### src/design/cache_consts.svh
// Geometry constants for one cache bank, with derived field widths
`ifndef CACHE_CONSTS_SVH
`define CACHE_CONSTS_SVH

// Associativity and number of sets in each way
`define CACHE_NUM_WAYS       4
`define CACHE_NUM_LINES      16

// Line layout
`define CACHE_WORDS_PER_LINE 4
`define CACHE_WORD_BITS      32

// Word address seen by the core
`define CACHE_ADDR_BITS      12

// Derived widths
`define CACHE_WAY_BITS       $clog2(`CACHE_NUM_WAYS)
`define CACHE_IDX_BITS       $clog2(`CACHE_NUM_LINES)
`define CACHE_OFF_BITS       $clog2(`CACHE_WORDS_PER_LINE)
`define CACHE_TAG_BITS       (`CACHE_ADDR_BITS - `CACHE_IDX_BITS - `CACHE_OFF_BITS)

`endif

### src/design/cache_addr_pkg.sv
// Address field types that split a word address into tag, set index and word offset
`include "cache_consts.svh"

package cache_addr_pkg;

    // Field types
    typedef logic [`CACHE_TAG_BITS-1:0] tag_t;
    typedef logic [`CACHE_IDX_BITS-1:0] line_idx_t;
    typedef logic [`CACHE_OFF_BITS-1:0] word_off_t;

    // One bit per way, one-hot where a single way is meant
    typedef logic [`CACHE_NUM_WAYS-1:0] way_mask_t;

    // Full word address, tag in the upper bits
    typedef struct packed {
        tag_t      tag;
        line_idx_t idx;
        word_off_t off;
    } word_addr_t;

    // Address of a whole line, as sent to memory
    typedef struct packed {
        tag_t      tag;
        line_idx_t idx;
    } line_addr_t;

endpackage

### src/design/cache_tags.sv
// Tag store with per-way valid, dirty and tag, hit match and round-robin victim choice
`include "cache_consts.svh"

module cache_tags (
    input  logic                       clk,
    input  logic                       reset,

    input  logic                       init,
    input  logic                       flush,
    input  logic                       fill,
    input  logic                       write,
    input  logic                       lookup,
    input  cache_addr_pkg::line_addr_t line_addr,
    input  cache_addr_pkg::way_mask_t  way_idx,
    output cache_addr_pkg::way_mask_t  tag_matches,

    output logic                       evict_dirty,
    output cache_addr_pkg::way_mask_t  evict_way,
    output cache_addr_pkg::tag_t       evict_tag
);
    import cache_addr_pkg::*;

    line_idx_t line_idx;
    tag_t      line_tag;

    // One entry per set, bit w of an entry belongs to way w
    way_mask_t valid_q [`CACHE_NUM_LINES];
    way_mask_t dirty_q [`CACHE_NUM_LINES];
    tag_t      tag_q   [`CACHE_NUM_WAYS][`CACHE_NUM_LINES];

    way_mask_t read_valid;
    way_mask_t read_dirty;

    // Round-robin pointer, one-hot
    way_mask_t rr_q;
    way_mask_t rr_next;

    assign line_idx   = line_addr.idx;
    assign line_tag   = line_addr.tag;
    assign read_valid = valid_q[line_idx];
    assign read_dirty = dirty_q[line_idx];

    always_ff @(posedge clk) begin
        if (reset) begin
            rr_q <= way_mask_t'(1);
        end else if (lookup) begin
            rr_q <= rr_next;
        end
    end

    assign rr_next = {rr_q[`CACHE_NUM_WAYS-2:0], rr_q[`CACHE_NUM_WAYS-1]};

    // The fill uses the pointer as victim. A lookup reports the way the
    // pointer moves to, so the miss sees its victim before the refill
    assign evict_way = lookup ? rr_next : (fill ? rr_q : way_idx);

    always_comb begin
        evict_tag = '0;
        for (int w = 0; w < `CACHE_NUM_WAYS; w++) begin
            tag_matches[w] = read_valid[w] && (tag_q[w][line_idx] == line_tag);
            if (evict_way[w]) begin
                evict_tag = evict_tag | tag_q[w][line_idx];
            end
        end
    end

    assign evict_dirty = |(read_valid & read_dirty & evict_way);

    // Init clears every way of a set, flush only the named ways
    always_ff @(posedge clk) begin
        for (int w = 0; w < `CACHE_NUM_WAYS; w++) begin
            if (init || (flush && way_idx[w])) begin
                valid_q[line_idx][w] <= 1'b0;
                dirty_q[line_idx][w] <= 1'b0;
            end else if (fill && evict_way[w]) begin
                valid_q[line_idx][w] <= 1'b1;
                dirty_q[line_idx][w] <= write;
                tag_q[w][line_idx]   <= line_tag;
            end else if (lookup && write && tag_matches[w]) begin
                // Write hit
                dirty_q[line_idx][w] <= 1'b1;
            end
        end
    end

endmodule

### config.mk
export PLATFORM = sky130hd
export DESIGN_NAME = cache_tags
export DESIGN_NICKNAME = d
export VERILOG_FILES = /design/src/design/cache_addr_pkg.sv /design/src/design/cache_tags.sv
export VERILOG_INCLUDE_DIRS = /design/src /design/src/design
export SDC_FILE = /design/constraint.sdc
export NUM_CORES = 1
export LEC_CHECK = 0
export BUFFER_PORTS_ARGS = -buffer_cell sky130_fd_sc_hd__clkbuf_2
export CAP_MARGIN = 10
export CORE_ASPECT_RATIO = 1.4
export CORE_MARGIN = 1.5
export CORE_UTILIZATION = 56
export CTS_CLUSTER_SIZE = 40
export DETAILED_ROUTE_END_ITERATION = 8
export PLACE_DENSITY = 0.76
export SYNTH_ARGS = -nofsm -noshare
export SYNTH_HDL_FRONTEND = slang
export SYNTH_SLANG_ARGS = --single-unit
### constraint.sdc
create_clock -name clk -period 4.22 [get_ports clk]
set_input_delay 0.633 -clock clk [delete_from_list [all_inputs] [get_ports clk]]
set_output_delay 0.633 -clock clk [all_outputs]
set_load 0.05 [all_outputs]
==> flow_metrics.tcl <==
set metrics [dict create \
    crit_path_top_delay_cell "mux4_2" \
    path_max_fanout 32 \
    drtIter0Drc 1850 \
    synth_compound_area_frac 0.0477 \
    critPathLaunch "line_addr[0]" \
    p_seq_frac 0.521 \
    endpoint_kind "output pin" \
    p_int_mw 8.49 \
    worst_pin_slew_ns 1.10 \
    antenna_found_initial 1 \
    cp_top_family "buffers and inverters" \
    wl_per_cell_um 29.0 \
    num_rows 85 \
    hp-class "input pin to register" \
    gp_congestion 0.930 \
    dieArea_um2 40500 \
    core_um2 38600 \
    rsz0062_at_grt "no" \
    cts_num_sinks 516 \
    async_flop_share 0 \
    grt_pass1_wl_um 82100 \
    cts_tree "built" \
    final_cell_count_no_fill 1927 \
    drive_gt1_frac 0.272 \
    place_inst 1841 \
    setup_ws_ns 0.244 \
    startpoint_type "input pin" \
    max_freq_mhz 252 \
    pwr-share-clk 0.403 \
    slowest_delay_ns 0.56 \
    period_share 0.942 \
    outcome "finished clean" \
    powerDensity_nw_per_um2 438 \
    io_buffers 35 \
    start_util 0.570 \
    syn_inst 1274 \
    synth-edff-count 512 \
    avgSynthCellArea_um2 17.3 \
    ys_types 51 \
    p_sw_frac 0.219 \
    power.leakage_nw 8.12 \
    die_height_um 238 \
    ys_ff_latch 516 \
    period_minus_slack_ns 3.98 \
    die_w_um 171 \
    post_cts_resize_count 0 \
    hold_viol 0 \
    grt.overflow.total 0 \
    hpwl_um 36400 \
    vias_per_cell 6.60 \
    drc_errors 0 \
    synth_area_um2 22000 \
    synth_xor_area_frac 0.00796 \
    setup_tns_ns 0 \
    synthAdderAreaFrac 0 \
    grt_max_degree 62 \
    clk_pin_slew_ns 0.07 \
    clkLatencyLatePin_ns 0.57 \
    syn_nets 1295 \
    cp_cell_sequence "buf_4 > buf_12 > mux4_2 > mux2i_1 > mux2i_1 > xnor2_1 > and4_1 > nand4_2 > inv_1 > buf_12" \
    fin_nets 1388 \
    synth_warnings 0 \
    dr_total_vias 12700 \
    syn_to_final_growth_pct 13.0 \
    maxCapViolCount 0 \
    vdd_drop_max_mv 0.281 \
    power.switching_mw 2.38 \
    antenna_left 0 \
    post-place-ws_ns 0.225 \
    grt_pass1_vias 12700 \
    postCtsSetupBuffers 0 \
    relSlewSlack 0.267 \
    num_antenna_cells 0 \
    io_pins 36 \
    yosysSeqAreaShare 0.703 \
    cp.required_ns 3.59 \
    detail_route.first_pass.iterations 7 \
    critPathKind "input pin to output pin" \
    worstHoldStart "reset" \
    cts_buffers 46 \
    htree_levels 2 \
    cts_root_buffer "clkbuf_16" \
    path_buf_inv 4 \
    fin_area_um2 24900 \
    muxShareOfSynthArea 0.160 \
    synth_top_family_by_area "multiplexers" \
    setup_violations 0 \
    crit-reg2reg-launch "tag_q[1][87]" \
    grtUsageTotal 0.283 \
    place_area_um2 23300 \
    synth_ff_type "edfxtp_1" \
    p_comb_frac 0.076 \
    drv_slew 0 \
    critPathArrivalTime_ns 3.34 \
    drt-total-wl_um 55800 \
    synthSimpleGateAreaFrac 0.0539 \
    clk_path_buf_depth 3 \
    ctsHoldBuffers 0 \
    clock_skew_ns 0.0186 \
]
flip-flops by register name (all words and copies together), names as in the netlist:
name     cells
dirty_q     64
valid_q     64
tag_q      384
rr_q         4
cell families (layout without fill, tap and decap cells):
family,Yosys count,in the layout
flip-flops,516,516
AND/OR/NAND/NOR,254,254
multiplexers,226,226
AO/OA/AOI/OAI,147,147
buffers and inverters,111,242
XOR/XNOR,20,20
cell usage after synthesis (5+ instances only):
master / number / area [um2]
edfxtp_1: 512 / 15400
nor2_1: 135 / 507
mux4_2: 96 / 2160
mux2i_1: 84 / 841
o22ai_1: 78 / 488
clkbuf_1: 47 / 176
mux2_2: 46 / 518
nand2_1: 40 / 150
buf_2: 28 / 140
nand3_1: 25 / 125
a221oi_1: 18 / 158
buf_6: 15 / 169
xnor2_1: 14 / 123
inv_1: 10 / 37.5
nor2b_1: 10 / 62.6
a22oi_1: 9 / 67.6
o211ai_1: 9 / 67.6
o22ai_2: 9 / 113
nand2b_1: 8 / 50.1
nand4_1: 8 / 50.1
o21ai_0: 7 / 35.0
xor2_1: 6 / 52.6
buf_4: 5 / 37.5
nand3b_1: 5 / 37.5
final cells by class:
type                    count  area, um2
flip-flops and latches    516      15500
fillers                  2547      13800
multi-input cells         647       5990
clock buffers              56       1250
repair buffers            144       1120
well taps                 522        653
clock inverters            30        329
inverters                  12       45.0
power groups by stage:
stage | sequential, mW | clock, mW | combinational [mW]
finish | 5.66 | 4.39 | 0.826
global route | 5.66 | 4.60 | 0.864
CTS | 5.66 | 4.40 | 0.815
detailed placement | 5.77 | 0 | 0.808
global placement | 5.77 | 0 | 0.797
floorplan | 5.77 | 0 | 0.514
placed cells by master, fill, tap and decap left out, drive strengths merged, types with 2 or more instances in the layout:
master,netlist,routed
a21oi,4,4
a221oi,19,19
a22oi,9,9
and4,4,4
buf,52,115
bufinv,0,7
clkbuf,47,85
clkinv,2,21
clkinvlp,0,3
dfxtp,4,4
edfxtp,512,512
inv,10,11
mux2,46,46
mux2i,84,84
mux4,96,96
nand2,40,40
nand2b,8,8
nand3,25,25
nand3b,5,5
nand4,12,12
nor2,135,135
nor2b,10,10
nor3,2,2
nor4b,3,3
o2111ai,2,2
o211ai,9,9
o21a,2,2
o21ai,11,11
o22ai,87,87
or2,3,3
xnor2,14,14
xor2,6,6
through the flow:
stage	hold WS, ns	total power [mW]	utilization
CTS	0.266	10.9	0.644
detailed placement	0.486	6.58	0.603
global placement	0.475	6.57	0.603
floorplan	0.457	6.29	-
finish	0.282	10.9	0.644
global route	0.288	11.1	0.644
final timing paths:
kind / to / slack (ns) / depth (start not counted)
worst min register to register: rr_q[3] / 0.50 / 2
worst min-delay path: rr_q[3] / 0.28 / 2
worst max register to register: dirty_q[3][1] / 0.73 / 7
worst max-delay path: tag_matches[0] / 0.24 / 10
routing by layer:
metal | routed length, um | vias to the layer above | global-route usage
li1 | - | 5293 | -
met1 | 19400 | 6440 | 0.351
met2 | 28500 | 801 | 0.478
met3 | 4690 | 180 | 0.0441
met4 | 3210 | 0 | 0.156
met5 | 0 | - | 0
Power figures use the tool's default switching activity.
