==> src/design/cache_consts.svh <==
// Geometry constants for one cache bank, with derived field widths
`ifndef CACHE_CONSTS_SVH
`define CACHE_CONSTS_SVH

// Associativity and number of sets in each way
`define CACHE_NUM_WAYS       4
`define CACHE_NUM_LINES      16

// Line layout
`define CACHE_WORDS_PER_LINE 4
`define CACHE_WORD_BITS      32

// Word address seen by the core
`define CACHE_ADDR_BITS      12

// Derived widths
`define CACHE_WAY_BITS       $clog2(`CACHE_NUM_WAYS)
`define CACHE_IDX_BITS       $clog2(`CACHE_NUM_LINES)
`define CACHE_OFF_BITS       $clog2(`CACHE_WORDS_PER_LINE)
`define CACHE_TAG_BITS       (`CACHE_ADDR_BITS - `CACHE_IDX_BITS - `CACHE_OFF_BITS)

`endif

==> src/design/cache_addr_pkg.sv <==
// Address field types that split a word address into tag, set index and word offset
`include "cache_consts.svh"

package cache_addr_pkg;

    // Field types
    typedef logic [`CACHE_TAG_BITS-1:0] tag_t;
    typedef logic [`CACHE_IDX_BITS-1:0] line_idx_t;
    typedef logic [`CACHE_OFF_BITS-1:0] word_off_t;

    // One bit per way, one-hot where a single way is meant
    typedef logic [`CACHE_NUM_WAYS-1:0] way_mask_t;

    // Full word address, tag in the upper bits
    typedef struct packed {
        tag_t      tag;
        line_idx_t idx;
        word_off_t off;
    } word_addr_t;

    // Address of a whole line, as sent to memory
    typedef struct packed {
        tag_t      tag;
        line_idx_t idx;
    } line_addr_t;

endpackage

==> src/design/cache_req_pkg.sv <==
// Core request and response types and memory transfer types of the cache bank
`include "cache_consts.svh"

package cache_req_pkg;

    typedef enum logic [1:0] {
        OP_READ  = 2'd0,
        OP_WRITE = 2'd1,
        OP_FLUSH = 2'd2
    } cache_op_t;

    typedef logic [`CACHE_WORD_BITS-1:0] word_t;

    // Word 0 sits in the low bits
    typedef logic [`CACHE_WORDS_PER_LINE-1:0][`CACHE_WORD_BITS-1:0] line_data_t;

    // Flush uses only the index of addr, together with the way mask
    typedef struct packed {
        cache_op_t                 op;
        cache_addr_pkg::word_addr_t addr;
        word_t                     wdata;
        cache_addr_pkg::way_mask_t flush_mask;
    } core_req_t;

    typedef struct packed {
        word_t rdata;
        logic  hit;
    } core_rsp_t;

    typedef struct packed {
        logic                      write;
        cache_addr_pkg::line_addr_t addr;
        line_data_t                data;
    } mem_req_t;

endpackage

==> src/design/cache_bank_ctrl.sv <==
// Bank FSM for init sweep, lookup, writeback, refill, flush and core response
`include "cache_consts.svh"

module cache_bank_ctrl (
    input  logic                         clk,
    input  logic                         reset,

    input  logic                         core_req_valid,
    input  cache_req_pkg::core_req_t     core_req,
    output logic                         busy,
    output logic                         core_rsp_valid,
    output cache_req_pkg::core_rsp_t     core_rsp,

    output logic                         mem_req_valid,
    output cache_req_pkg::mem_req_t      mem_req,
    input  logic                         mem_rsp_valid,

    output logic                         tag_init,
    output logic                         tag_flush,
    output logic                         tag_fill,
    output logic                         tag_write,
    output logic                         tag_lookup,
    output cache_addr_pkg::line_addr_t   tag_line_addr,
    output cache_addr_pkg::way_mask_t    tag_way_idx,
    input  cache_addr_pkg::way_mask_t    tag_matches,
    input  logic                         evict_dirty,
    input  cache_addr_pkg::way_mask_t    evict_way,
    input  cache_addr_pkg::tag_t         evict_tag,

    output cache_addr_pkg::line_idx_t    data_line_idx,
    output cache_addr_pkg::way_mask_t    data_way_sel,
    output logic                         data_fill,
    output logic                         data_word_write,
    output logic [`CACHE_OFF_BITS-1:0]   data_word_offset,
    output logic [`CACHE_WORD_BITS-1:0]  data_word_data,
    input  cache_req_pkg::line_data_t    read_line
);
    import cache_addr_pkg::*;
    import cache_req_pkg::*;

    typedef enum logic [2:0] {
        S_INIT, S_IDLE, S_LOOKUP, S_WBACK, S_FILL_REQ, S_FILL_WAIT, S_RESP, S_FLUSH
    } state_t;

    state_t    state_q;
    state_t    state_d;
    core_req_t req_q;
    line_idx_t init_cnt_q;
    logic [`CACHE_WAY_BITS-1:0] flush_cnt_q;
    way_mask_t victim_way_q;
    tag_t      victim_tag_q;

    logic      hit;
    logic      is_write;
    logic      fill_now;
    logic      flush_sel;
    way_mask_t flush_way;

    assign hit       = |tag_matches;
    assign is_write  = (req_q.op == OP_WRITE);
    assign fill_now  = (state_q == S_FILL_WAIT) && mem_rsp_valid;
    assign flush_way = way_mask_t'(1) << flush_cnt_q;
    assign flush_sel = req_q.flush_mask[flush_cnt_q];

    always_comb begin
        state_d = state_q;
        case (state_q)
            S_INIT:      if (init_cnt_q == line_idx_t'(`CACHE_NUM_LINES - 1)) state_d = S_IDLE;
            S_IDLE: begin
                if (core_req_valid) begin
                    state_d = (core_req.op == OP_FLUSH) ? S_FLUSH : S_LOOKUP;
                end
            end
            S_LOOKUP: begin
                if (hit) begin
                    state_d = S_IDLE;
                end else begin
                    state_d = evict_dirty ? S_WBACK : S_FILL_REQ;
                end
            end
            S_WBACK:     state_d = S_FILL_REQ;
            S_FILL_REQ:  state_d = S_FILL_WAIT;
            S_FILL_WAIT: if (mem_rsp_valid) state_d = S_RESP;
            S_RESP:      state_d = S_IDLE;
            S_FLUSH:     if (int'(flush_cnt_q) == `CACHE_NUM_WAYS - 1) state_d = S_RESP;
            default:     state_d = S_IDLE;
        endcase
    end

    always_ff @(posedge clk) begin
        if (reset) begin
            state_q    <= S_INIT;
            init_cnt_q <= '0;
        end else begin
            state_q <= state_d;
            if (state_q == S_INIT) begin
                init_cnt_q <= init_cnt_q + 1'b1;
            end
        end
    end

    // Request and victim bookkeeping
    always_ff @(posedge clk) begin
        if (state_q == S_IDLE && core_req_valid) begin
            req_q       <= core_req;
            flush_cnt_q <= '0;
        end
        if (state_q == S_FLUSH) begin
            flush_cnt_q <= flush_cnt_q + 1'b1;
        end
        if (state_q == S_LOOKUP && !hit) begin
            victim_way_q <= evict_way;
            victim_tag_q <= evict_tag;
        end
    end

    assign busy = (state_q != S_IDLE);

    // Tag store controls
    assign tag_init          = (state_q == S_INIT);
    assign tag_lookup        = (state_q == S_LOOKUP);
    assign tag_fill          = fill_now;
    assign tag_write         = is_write && (tag_lookup || fill_now);
    assign tag_flush         = (state_q == S_FLUSH) && flush_sel;
    assign tag_line_addr.tag = req_q.addr.tag;
    assign tag_line_addr.idx = (state_q == S_INIT) ? init_cnt_q : req_q.addr.idx;
    assign tag_way_idx       = (state_q == S_FLUSH) ? flush_way : victim_way_q;

    // Data store controls
    always_comb begin
        case (state_q)
            S_LOOKUP: data_way_sel = tag_matches;
            S_FLUSH:  data_way_sel = flush_way;
            default:  data_way_sel = victim_way_q;
        endcase
    end

    assign data_line_idx    = req_q.addr.idx;
    assign data_fill        = fill_now;
    assign data_word_write  = is_write && ((tag_lookup && hit) || fill_now);
    assign data_word_offset = req_q.addr.off;
    assign data_word_data   = req_q.wdata;

    // Core response with hit set only straight out of the lookup
    assign core_rsp_valid = (tag_lookup && hit) || (state_q == S_RESP);
    assign core_rsp.rdata = read_line[req_q.addr.off];
    assign core_rsp.hit   = tag_lookup;

    // Memory side where writebacks carry the selected line
    assign mem_req_valid = (state_q == S_WBACK) || (state_q == S_FILL_REQ)
                         || ((state_q == S_FLUSH) && flush_sel && evict_dirty);

    always_comb begin
        mem_req.write    = (state_q != S_FILL_REQ);
        mem_req.addr.idx = req_q.addr.idx;
        mem_req.data     = read_line;
        case (state_q)
            S_FILL_REQ: mem_req.addr.tag = req_q.addr.tag;
            S_FLUSH:    mem_req.addr.tag = evict_tag;
            default:    mem_req.addr.tag = victim_tag_q;
        endcase
    end

endmodule

==> config.mk <==
export PLATFORM = sky130hd
export DESIGN_NAME = cache_bank_ctrl
export DESIGN_NICKNAME = d
export VERILOG_FILES = /design/src/design/cache_addr_pkg.sv /design/src/design/cache_req_pkg.sv /design/src/design/cache_bank_ctrl.sv
export VERILOG_INCLUDE_DIRS = /design/src /design/src/design
export SDC_FILE = /design/constraint.sdc
export NUM_CORES = 1
export LEC_CHECK = 0
export BUFFER_PORTS_ARGS = -buffer_cell sky130_fd_sc_hd__buf_2
export CORE_AREA = 5 5 167 169
export CTS_CLUSTER_DIAMETER = 40
export DETAILED_ROUTE_END_ITERATION = 7
export DIE_AREA = 0 0 172 174
export PLACE_DENSITY = 0.46
export SYNTH_ARGS = -nofsm -noshare
export SYNTH_HDL_FRONTEND = slang
export SYNTH_SLANG_ARGS = --single-unit
==> constraint.sdc <==
create_clock -name clk -period 2.6 [get_ports clk]
set_input_delay 0.26 -clock clk [delete_from_list [all_inputs] [get_ports clk]]
set_output_delay 0.26 -clock clk [all_outputs]
set_load 0.01 [all_outputs]
==> flow_summary_export.csv <==
group,metric,value,unit
timing,worst_slack,346,ps
layout,seq_area,2000,um2
die,core_area,26400,um2
clocking,cts_tree,"done",
logic_synthesis,synthArstFlopShare,0,%
worst_setup_path,worst-r2r-cell-count,4,
timing,fin_skew,5.22,ps
pwr,vdd_drop_max,452,uV
global_route,track_usage,11.9,%
layout,multi_input_area,1580,um2
clocking,ctsHoldBuffers,0,
die,io-pin-count,435,
worst_hold_path,worstHoldEndpoint,"data_word_data[16]",
die,dieWidth,172,um
logic_synthesis,ys_types,40,
clocking,cts_buffers,9,
timing,post-route-min-period,2250,ps
placed_design,port_buffers,434,
global_route,grt_start_max_net_pins,44,
logic_synthesis,syn-mean-instance-area,11.7,um2
global_route,antenna_found_initial,4,
worst_setup_path,crit_type,"reg -> out",
timing,relSlewSlack,65.5,%
worst_setup_path,timing.rr.end,"tag_line_addr[7]",
global_route,grt_pass1_vias,4231,
global_route,grt_pass1_wl,26900,um
clocking,clk_pin_slew,60,ps
route,drc,0,
layout,syn_to_final_growth,32.0,%
clocking,cts.path.max_buffers,2,
worst_setup_path,path_max_fanout,13,
clocking,clk_latency,330,ps
die,die-height,174,um
logic_synthesis,synth_flop_cell,"edfxtp_1",
pwr,power.leakage,3.15,nW
route,ant_nets,0,
die,num_rows,60,
timing,tightest_slew,515,ps
logic_synthesis,synth.net_count,633,
logic_synthesis,synth_edf_count,62,
route,first_pass_iters,4,
global_route,grt_overflow,0,
route,via_per_inst,4.03,
worst_setup_path,cp-start-kind,"flop",
clocking,post-cts-setup-buffers,0,
timing,fmax,444,MHz
timing,rsz0062_at_grt,"no",
logic_synthesis,ys_warn_count,0,
outcome,status,"complete, no violations",
route,routed_wl,19300,um
run,drv_cap,0,
placed_design,dpl.hpwl,17000,um
timing,final-setup-viol-count,0,
logic_synthesis,synth_area,5050,um2
worst_setup_path,endpoint_kind,"output port",
route,dr_total_vias,4181,
worst_hold_path,whs_path_depth,1,
pwr,p_per_area,462,nW/um2
route,routedWlPerCell,18.6,um
timing,hold_viol,0,
clocking,cts.repair.resized,0,
logic_synthesis,yosys_register_bits,69,
clocking,cts_root_buf,"clkbuf_16",
placed_design,place_congestion,0.867,
clocking,h-tree-depth,3,
worst_hold_path,hold_start,"core_req[20]",
die,die_area,29900,um2
worst_setup_path,worstPathArrival,1990,ps
clocking,cts.sinks,69,
die,start_util,19.1,%
layout,nFillCells,2866,
worst_hold_path,hold_path.class,"in -> reg",
logic_synthesis,synthCells,431,
timing,fin_setup_tns,0,ps
layout,drive_above_1_share,73.2,%
worst_setup_path,required,2340,ps
timing,period_share,86.7,%
placed_design,post_dp_cell_area,6320,um2
worst_setup_path,reg2reg_from,"state_q[2]",
timing,slew_violations,0,
placed_design,dp_slack,708,ps
layout,design_area,6660,um2
layout,final_nets,891,
route,drt_iter0_drc,184,
worst_setup_path,rrSetupSlack,770,ps
logic_synthesis,yosysSeqAreaShare,39.6,%
## power breakdown
part           switching [mW]  internal [mW]  total, mW
registers             0.00526           1.21       1.22
logic                   0.231          0.241      0.471
clock network           0.461          0.933       1.39
total                   0.697           2.38       3.08
## per-stage QoR
stage / cells / utilization, % / power (mW) / hold slack (ps)
2_1_floorplan: 431 / - / 1.52 / 359
3_3_place_gp: 1019 / 23.9 / 1.71 / 437
3_5_place_dp: 1019 / 23.9 / 1.72 / 438
4_1_cts: 1034 / 25.2 / 3.13 / 87.7
5_1_grt: 1037 / 25.2 / 3.22 / 80.2
6_report: 1038 / 25.2 / 3.08 / 104
## state kept, by name, indices dropped and copies added (netlist names)
name              cells
data_line_idx         4
data_word_data       32
data_word_offset      2
flush_cnt_q           2
init_cnt_q            4
req_q                 6
state_q               3
tag_line_addr         6
victim_tag_q          6
victim_way_q          4
## logic make-up after synthesis
group | share of synthesized area, %
mux | 16.7
compound gates | 5.70
fa+ha+maj | 1.24
xor+xnor | 0.520
simple gates | 7.06
buf+inv | 29.1
flops | 39.6
## cell usage after synthesis, types with 2 or more instances
cell / instances / area, um2
nand3_1: 3 / 15.0
clkbuf_1: 4 / 15.0
o21ai_0: 9 / 45.0
nand2_1: 9 / 33.8
inv_1: 10 / 37.5
nand4_1: 2 / 12.5
and2_1: 3 / 18.8
nand2b_1: 8 / 50.1
nor3b_1: 7 / 52.6
buf_4: 179 / 1340
nor2_1: 10 / 37.5
buf_1: 3 / 11.3
a21o_1: 5 / 37.5
nand3b_1: 6 / 45.0
xor2_1: 2 / 17.5
mux2_2: 8 / 90.1
and3_1: 2 / 12.5
mux4_2: 33 / 743
or2_2: 2 / 12.5
o22ai_1: 6 / 37.5
dfxtp_1: 7 / 140
a22o_1: 3 / 26.3
nor2b_1: 3 / 18.8
buf_2: 10 / 50.1
ha_1: 5 / 62.6
a21oi_1: 15 / 75.1
edfxtp_1: 62 / 1860
a221oi_1: 2 / 17.5
o31ai_1: 2 / 15.0
## critical path, stage by stage, from the launching register on
cell,delay (ps)
dfxtp_1,440
nand2b_1,220
or2_2,320
inv_1,210
nor2_1,140
a21o_1,210
buf_2,130
## layout by cell type, fill, tap and decap left out, types with 3 or more instances in the layout
master,n
diode_2,4
nand3b_1,6
o22ai_1,6
mux4_2,33
inv_1,10
buf_4,8
nand3_1,3
o21ai_0,9
clkbuf_16,9
nor2_1,10
a21oi_1,15
nor2b_1,3
a21o_1,5
nand2b_1,8
bufinv_16,3
buf_2,434
dfxtp_1,7
ha_1,5
a22o_1,3
edfxtp_1,62
mux2_2,8
and2_1,3
nor3b_1,7
nand2_1,9
## routing by layer
| metal | wire length (um) | part of all wire, % | track usage (%) | vias to the layer above |
|---|---|---|---|---|
| met4 | 266 | 1.4 | 3.50 | 2 |
| met1 | 7190 | 37 | 13.6 | 2004 |
| li1 | - | - | - | 1883 |
| met5 | 7 | 0.036 | 0 | - |
| met3 | 2390 | 12 | 4.32 | 17 |
| met2 | 9440 | 49 | 20.6 | 275 |
## cell type report
type | instances | area share (%)
diodes | 4 | 0.150
clock buffers | 9 | 3.38
clock inverters | 6 | 1.69
inverters | 10 | 0.563
multi-input cells | 155 | 23.7
flip-flops and latches | 69 | 30.0
well taps | 341 | 6.40
repair buffers | 444 | 34.1
## how the worst max path moves through the flow
stage | from | to | depth (start not counted) | slack (ps)
after floorplan | state_q[1] | flush_cnt_q[0] | 4 | 120
after global placement | state_q[0] | tag_way_idx[1] | 3 | 730
after detailed placement | state_q[0] | data_way_sel[1] | 6 | 710
after CTS | state_q[0] | data_way_sel[1] | 6 | 340
after global routing | state_q[0] | data_way_sel[2] | 6 | 180
final | state_q[0] | data_way_sel[1] | 6 | 350
(Power assumes the default switching activity.)
